`src/aes_macros.svh`:
```
/*
 * AES peripheral constants for the cipher round count, block size and AXI4-Lite widths
 */
`ifndef AES_MACROS_SVH
`define AES_MACROS_SVH

// AES-128 runs ten rounds after the initial key addition
`define AES_NUM_ROUNDS 10
`define AES_BLOCK_BITS 128

// cycles from the core start pulse to done
`define AES_CORE_LATENCY (`AES_NUM_ROUNDS + 1)

`define AXI_ADDR_WIDTH 8
`define AXI_DATA_WIDTH 32
`define AXI_STRB_WIDTH (`AXI_DATA_WIDTH / 8)

`endif
```
`src/AESDefinitions.sv`:
```
/*
 * AES types shared by the register block, the key schedule and the cipher core
 */
`default_nettype none

`include "aes_macros.svh"

package AESDefinitions;

    typedef logic [7:0] byte_t;

    // sixteen bytes in column order, byte 0 sits in the most significant position
    typedef byte_t [0:`AES_BLOCK_BITS/8-1] block_t;
    typedef byte_t [0:`AES_BLOCK_BITS/8-1] key_t;
    typedef block_t [0:`AES_NUM_ROUNDS] roundKeys_t;

    typedef enum logic [1:0] {
        RespOkay   = 2'b00,
        RespSlvErr = 2'b10
    } axiResp_t;

    typedef struct packed {
        logic [`AXI_ADDR_WIDTH-1:0] awAddr;
        logic                       awValid;
        logic [`AXI_DATA_WIDTH-1:0] wData;
        logic [`AXI_STRB_WIDTH-1:0] wStrb;
        logic                       wValid;
        logic                       bReady;
        logic [`AXI_ADDR_WIDTH-1:0] arAddr;
        logic                       arValid;
        logic                       rReady;
    } axiLiteReq_t;

    typedef struct packed {
        logic                       awReady;
        logic                       wReady;
        axiResp_t                   bResp;
        logic                       bValid;
        logic                       arReady;
        logic [`AXI_DATA_WIDTH-1:0] rData;
        axiResp_t                   rResp;
        logic                       rValid;
    } axiLiteResp_t;

    typedef struct packed {
        key_t   key;
        block_t plaintext;
    } aesJob_t;

    typedef struct packed {
        block_t ciphertext;
        logic   busy;
        logic   done;
    } aesResult_t;

    typedef enum logic [1:0] {
        StateIdle,
        StateRun,
        StateDone
    } coreState_t;

    typedef enum logic [`AXI_ADDR_WIDTH-1:0] {
        RegKey0    = 8'h00,
        RegKey1    = 8'h04,
        RegKey2    = 8'h08,
        RegKey3    = 8'h0C,
        RegText0   = 8'h10,
        RegText1   = 8'h14,
        RegText2   = 8'h18,
        RegText3   = 8'h1C,
        RegCommand = 8'h20,
        RegStatus  = 8'h24,
        RegCipher0 = 8'h30,
        RegCipher1 = 8'h34,
        RegCipher2 = 8'h38,
        RegCipher3 = 8'h3C
    } regOffset_t;

    // multiply by x in GF(2^8), reduced by the AES polynomial
    function automatic byte_t xtime(input byte_t value);
        return {value[6:0], 1'b0} ^ (value[7] ? 8'h1b : 8'h00);
    endfunction

endpackage

`default_nettype wire

```
`src/AESControlRegs.sv`:
```
/*
 * AXI4-Lite register block with key and plaintext registers, command, status and
 * ciphertext readback, and error responses for busy and malformed accesses
 */
`timescale 1ns/100ps
`default_nettype none

`include "aes_macros.svh"

module AESControlRegs import AESDefinitions::*; (
    input  logic         clk,
    input  logic         reset,
    input  axiLiteReq_t  axiRequest,
    output axiLiteResp_t axiResponse,
    input  aesResult_t   result,
    output aesJob_t      job,
    output logic         start
);

    key_t                       keyReg;
    block_t                     textReg;
    logic                       awReady;
    logic                       arReady;
    logic                       bValid;
    logic                       rValid;
    axiResp_t                   bResp;
    axiResp_t                   rResp;
    logic [`AXI_DATA_WIDTH-1:0] rData;
    logic [`AXI_DATA_WIDTH-1:0] readValue;
    logic                       writeFire;
    logic                       readFire;
    logic                       writeError;
    logic                       readError;
    logic                       busy;
    regOffset_t                 writeOffset;
    regOffset_t                 readOffset;
    logic [3:0]                 writeByte;
    logic [3:0]                 readByte;

    // a start still in flight to the core counts as busy
    assign busy        = result.busy | start;
    assign writeFire   = awReady & axiRequest.awValid & axiRequest.wValid;
    assign readFire    = arReady & axiRequest.arValid;
    assign writeOffset = regOffset_t'(axiRequest.awAddr);
    assign readOffset  = regOffset_t'(axiRequest.arAddr);

    // word 0 of a 128-bit register is its first four bytes
    assign writeByte = {axiRequest.awAddr[3:2], 2'b00};
    assign readByte  = {axiRequest.arAddr[3:2], 2'b00};

    always_comb
    begin
        writeError = 1'b0;
        if (axiRequest.wStrb != '1)
        begin
            writeError = 1'b1;
        end
        else
        begin
            case (writeOffset)
                RegKey0, RegKey1, RegKey2, RegKey3,
                RegText0, RegText1, RegText2, RegText3: writeError = busy;
                RegCommand: writeError = busy & axiRequest.wData[0];
                default:    writeError = 1'b1;
            endcase
        end
    end

    always_comb
    begin
        readValue = '0;
        readError = 1'b0;
        case (readOffset)
            RegKey0, RegKey1, RegKey2, RegKey3: readValue = keyReg[readByte +: 4];
            RegText0, RegText1, RegText2, RegText3: readValue = textReg[readByte +: 4];
            RegCommand: readValue = '0;
            RegStatus:
            begin
                readValue[0] = result.busy;
                readValue[1] = result.done;
            end
            RegCipher0, RegCipher1, RegCipher2, RegCipher3:
                readValue = result.ciphertext[readByte +: 4];
            default: readError = 1'b1;
        endcase
    end

    always_ff @(posedge clk)
    begin
        if (reset)
        begin
            awReady <= 1'b0;
            arReady <= 1'b0;
            bValid  <= 1'b0;
            rValid  <= 1'b0;
            bResp   <= RespOkay;
            rResp   <= RespOkay;
            rData   <= '0;
            start   <= 1'b0;
            keyReg  <= '0;
            textReg <= '0;
        end
        else
        begin
            // ready is a single-cycle pulse that is held off while a response waits
            awReady <= ~awReady & axiRequest.awValid & axiRequest.wValid & ~bValid;
            arReady <= ~arReady & axiRequest.arValid & ~rValid;
            start   <= 1'b0;

            if (writeFire)
            begin
                bValid <= 1'b1;
                bResp  <= writeError ? RespSlvErr : RespOkay;
                if (!writeError)
                begin
                    case (writeOffset)
                        RegKey0, RegKey1, RegKey2, RegKey3:
                            keyReg[writeByte +: 4] <= axiRequest.wData;
                        RegText0, RegText1, RegText2, RegText3:
                            textReg[writeByte +: 4] <= axiRequest.wData;
                        RegCommand: start <= axiRequest.wData[0];
                        default: ;
                    endcase
                end
            end
            else if (bValid && axiRequest.bReady)
            begin
                bValid <= 1'b0;
            end

            if (readFire)
            begin
                rValid <= 1'b1;
                rResp  <= readError ? RespSlvErr : RespOkay;
                rData  <= readValue;
            end
            else if (rValid && axiRequest.rReady)
            begin
                rValid <= 1'b0;
            end
        end
    end

    assign axiResponse.awReady = awReady;
    assign axiResponse.wReady  = awReady;
    assign axiResponse.bResp   = bResp;
    assign axiResponse.bValid  = bValid;
    assign axiResponse.arReady = arReady;
    assign axiResponse.rData   = rData;
    assign axiResponse.rResp   = rResp;
    assign axiResponse.rValid  = rValid;

    assign job.key       = keyReg;
    assign job.plaintext = textReg;

endmodule

`default_nettype wire

```
`config.mk`:
```
export PLATFORM = sky130hd
export DESIGN_NAME = AESControlRegs
export DESIGN_NICKNAME = d
export VERILOG_FILES = /design/src/AESDefinitions.sv /design/src/AESControlRegs.sv
export VERILOG_INCLUDE_DIRS = /design/src /design/src/src
export SDC_FILE = /design/constraint.sdc
export NUM_CORES = 1
export LEC_CHECK = 0
export ABC_CLOCK_PERIOD_IN_PS = 2300
export BUFFER_PORTS_ARGS = -buffer_cell sky130_fd_sc_hd__buf_2
export CAP_MARGIN = 20
export CORE_AREA = 2 2 191 193
export CTS_BUF_LIST = sky130_fd_sc_hd__clkbuf_8
export DETAILED_ROUTE_END_ITERATION = 7
export DIE_AREA = 0 0 193 195
export GPL_TIMING_DRIVEN = 1
export PLACE_DENSITY = 0.68
export SYNTH_ARGS = -nofsm -noshare
export SYNTH_HDL_FRONTEND = slang
export SYNTH_SLANG_ARGS = --single-unit
```
`constraint.sdc`:
```
create_clock -name clk -period 2.3 [get_ports clk]
set_clock_uncertainty 0.15 [all_clocks]
set_input_delay 0.345 -clock clk [delete_from_list [all_inputs] [get_ports clk]]
set_output_delay 0.345 -clock clk [all_outputs]
set_load 0.005 [all_outputs]
```
## After elaboration in Yosys (flattened, before gate mapping)

Index checks and enable logic that the tools add are counted.

- Flip-flop bits (word level): 297
- Bits of input ports: 189
- Output and inout bits: 298
- Word-level logic and storage cells: 143

- Add/subtract/negate cells: 1
- Equality and inequality tests: 22
- Shifts and indexed selects: 33
- Multiplexer cells: 12
- Bitwise operators: 19
- Reduce and logical (&&, ||, !) cells: 16

Operator list:

| cell | number |
|---|---|
| indexed part select 16 x 5 -> 17 bit | 24 |
| bitwise mux 128 bit | 2 |
| indexed part select 17 x 6 -> 16 bit | 8 |
| case mux 30 bit (3 select lines) | 1 |
| equality test 8 x 5 -> 1 bit (second input constant) | 8 |
| equality test 8 x 6 -> 1 bit (second input constant) | 7 |
| equality test 8 x 4 -> 1 bit (second input constant) | 4 |
| OR reduction 4 bit | 6 |
| variable shift 17 x 6 -> 16 bit (first input constant) | 1 |
| equality test 8 x 3 -> 1 bit (second input constant) | 2 |
| logical NOT 8 bit | 2 |
| OR reduction 14 bit | 1 |
| NOT 4 -> 5 bit | 2 |
| AND 1 bit | 9 |
| case mux 2 bit (4 select lines) | 1 |
| OR reduction 8 bit | 1 |
| NOT 1 bit | 7 |
| negation 5 -> 6 bit | 1 |
| AND reduction 3 bit | 2 |
| two-way mux 1 bit | 5 |
| two-way mux 2 bit | 2 |
| != test 4 bit (second input constant) | 1 |
| nonzero test 2 bit | 2 |
| logical AND 1 bit | 2 |
| 2 further kinds | 2 |

## Logic depth before layout (Yosys ltp)

- Depth in word-level cells: 6
- Depth in mapped cells: 6
- Gate-level depth less buffers: 4

## Worst setup path before layout

No wires, ideal clock.

- Path kind: in2reg
- Start: in axiRequest[50] (netlist name)
- End: reg textReg, in the netlist job[100]
- Library setup time: 72 ps
- Data arrival time: 1,918 ps
- Data required time: 2,078 ps
- Slack: 161 ps
- Stages: 6
- Path buffers: 2
- Path through: or4_4 > nor4_4 > and2_1 > buf_6 > buf_12 > mux2i_1

- Cells in the longest elaborated chain, start to end: 6
- Elaborated cells on any way between the ends: 15
- Those cells by class: 8 x eq/ne; 2 x mux; 1 x bitwise; 4 x reduce/logical

Ends and longest elaborated chain:

| element | RTL line | text |
|---|---|---|
| from (decl) | AESControlRegs.sv:13 | `input axiLiteReq_t axiRequest,` |
| equality test 8 x 5 -> 1 bit, or another cell as far along | AESControlRegs.sv:60, AESControlRegs.sv:116 |  |
| OR reduction 8 bit | AESControlRegs.sv:60 | `case (writeOffset)` |
| case mux 1 bit (2 select lines) | AESControlRegs.sv:60 |  |
| two-way mux 1 bit | AESControlRegs.sv:54 | `if (axiRequest.wStrb != '1)` |
| NOT 1 bit (no source line) | -- |  |
| AND reduction 3 bit (no source line) (*) | -- |  |
| to (signal, indexed assignment) | AESControlRegs.sv:120 | `textReg[writeByte +: 4] <= axiRequest.wData;` |
| to (decl) | AESControlRegs.sv:21 | `block_t textReg;` |

Mark *: on every way between the ends. The rest lies on a longest branch, timed or not.
A chain may end at the register's enable or synchronous reset.

## Worst setup path after layout

- Start: in reset
- End: reg start

- Cells in the longest elaborated chain, start to end: 1

Ends and longest elaborated chain:

| element | RTL line | text |
|---|---|---|
| from (decl) | AESControlRegs.sv:12 | `input logic reset,` |
| OR reduction 4 bit (no source line) | -- |  |
| to (signal assigned) | AESControlRegs.sv:121 | `RegCommand: start <= axiRequest.wData[0];` |
| to (decl) | AESControlRegs.sv:17 | `output logic start` |

No other way between the ends.

==> flow_summary.yaml <==
floorplan:
  ios: 487
  die-area_mm2: 0.0376
  num_rows: 69
  die_w_um: 193
  start_util_pct: 40.7
  core_mm2: 0.0354
  fp.dieH_um: 195
finish:
  areaGrowthSynthToFinish_pct: 30.0
  fin_util_pct: 52.9
  final_cell_mix: "481 x buf_2, 295 x dfxtp_1, 291 x nand2b_1"
  nets: 1940
  drive_gt1_share_pct: 41.0
  final_common_cell: "buf_2"
synthesis:
  synth_xor_area_share_pct: 0
  yosys_warnings: 0
  synth_enable_flop_cells: 0
  synth_cell_types: 38
  synth-adder-area-share_pct: 0
  synth_cells: 1271
  netlist_area_mm2: 0.0144
  synthArstFlopShare_pct: 0
  synth_top_family_by_area: "multiplexers"
  synth_compound_area_share_pct: 4.61
  synth-seq-cells: 295
  postSynthAreaPerCell_um2: 11.3
  synthSimpleGateAreaFrac_pct: 16.1
  ys_seq_area_share_pct: 41.0
  synth_ff_type: "dfxtp_1"
  synth.area.mux_share_pct: 32.7
setup_path:
  crit_fanout: 41
  critPathKind: "in -> reg"
  required_ns: 2.63
  startpoint_type: "input port"
  worstSetupEndpointType: "flip-flop"
  reg2reg_depth: 4
  crit_arrival_ns: 2.49
pwr:
  ir_drop_mv: 0.477
  power_w: 0.0111
  power_density_mw_per_mm2: 591
  p_leak_nw: 9.58
run:
  cap_violations: 0
clock_network:
  clock_latency_ns: 0.61
  path_clk_slew_ns: 0.06
  clock-root-buffer: "clkbuf_8"
  cts_made_buffers: 50
  cts_resized: 0
  htreeDepth: 2
  cts.sinks: 295
  cts_tree: "built"
  clockBufferDepth: 3
sta:
  finalCriticalPeriod_ns: 2.15
  fin_crit_sh_pct: 93.6
  fmax_ghz: 0.465
  finalHoldViolations: 0
  setup_viol: 0
  finalMaxSlewViolations: 0
  rsz0062_at_grt: "no"
  holdWs_ns: 0.0479
placed_design:
  port-buffer-count: 484
  dpl.hpwl_um: 38200
  place_congestion: 0.888
drt:
  ant_nets: 0
  routed_via_density: 5.40
  drt-wirelength-per-cell_um: 23.1
  drtIter0Drc: 659
  drc_errors: 0
  drt_first_pass_iters: 5
  wl_um: 52000
  vias: 12168
grt:
  first_global_vias: 12714
  antenna_found_initial: 4
  grt_max_degree: 58
  grt_overflow: 0
  grt.total_usage_pct: 27.1
  grt_pass1_wl_um: 77200
hold_path:
  min_path_type: "in -> reg"
  whs_path_depth: 3
run_status:
  status: "completed"
## critical path, stage by stage
cell and delay [ns]:
dlygate4sd3_1 0.55, buf_6 0.32, nand2b_1 0.37, inv_1 0.14
and4_1 0.19, dlygate4sd3_1 0.54
## synth_stat cells (2+ instances only)
cell / n / area [um2]
clkbuf_1: 63 / 236
dfxtp_1: 295 / 5910
nor3b_1: 2 / 15.0
nand3_1: 4 / 20.0
a21oi_1: 33 / 165
and3_1: 16 / 100
nor4_4: 2 / 42.5
a211oi_1: 31 / 233
buf_12: 3 / 60.1
nand2_1: 3 / 11.3
buf_2: 18 / 90.1
buf_6: 22 / 248
mux2i_1: 255 / 2550
inv_1: 3 / 11.3
and2_1: 2 / 12.5
a311oi_1: 3 / 26.3
nor3_1: 3 / 15.0
a31oi_1: 16 / 100
nor4_1: 3 / 18.8
mux4_2: 96 / 2160
buf_4: 7 / 52.6
nor2_1: 35 / 131
nand2b_1: 291 / 1820
nand2_2: 7 / 43.8
a22oi_1: 18 / 135
buf_1: 28 / 105
## timing repair
item	4_1_cts	5_1_grt
buffers inserted	0	0
hold endpoints to repair	13	0
hold buffers	16	0
## routing by layer
metal  routed length, um  GRT usage, %  vias up
met5                  13             0        -
met4                1770          10.1        2
met3                4430          7.24      113
met2               24800          44.7      547
met1               20900          33.8     6019
li1                    -             -     5487
## logic make-up (layout without fill, tap and decap cells)
family	Yosys count	count (layout)
AO/OA/AOI/OAI	102	102
buffers and inverters	144	662
flip-flops	295	295
multiplexers	351	351
other	1	5
AND/OR/NAND/NOR	378	378
## layout make-up
type,count,area (um2)
fillers,3191,16700
multi-input cells,833,7720
flip-flops and latches,295,5910
repair buffers,568,3460
clock buffers,62,853
well taps,461,577
clock inverters,29,195
inverters,3,11.3
diodes,3,7.51
## final timing paths
path / slack [ns] / from / endpoint
max: 0.15 / reset / start
max reg2reg: 0.25 / awReady / start
min reg2reg: 0.31 / bValid / awReady
min: 0.05 / axiRequest[18] / job[226]
## stage by stage
step           area (um2)  TNS, ns  setup WS, ns  instances
6_report            18700        0         0.148       2254
5_1_grt             18700        0         0.119       2254
4_1_cts             18700        0         0.229       2251
3_5_place_dp        17500    -1.48       -0.0890       2144
3_3_place_gp        17500   -0.357       -0.0271       2144
2_1_floorplan       14400        0         0.161       1272
## registers in the layout (all words and copies together), names as in the netlist
| signal | flops |
|---|---|
| bResp | 1 |
| arReady | 1 |
| rData | 32 |
| awReady | 1 |
| job | 256 |
| rValid | 1 |
| bValid | 1 |
| start | 1 |
| rResp | 1 |
## where the power goes
| part | switching (W) | internal (W) | total, W |
|---|---|---|---|
| clock | 0.00219 | 0.00276 | 0.00495 |
| combinational | 0.000477 | 0.000481 | 0.000957 |
| sequential | 0.0000204 | 0.00514 | 0.00516 |
Note: power is estimated with default switching activity, not from simulation.
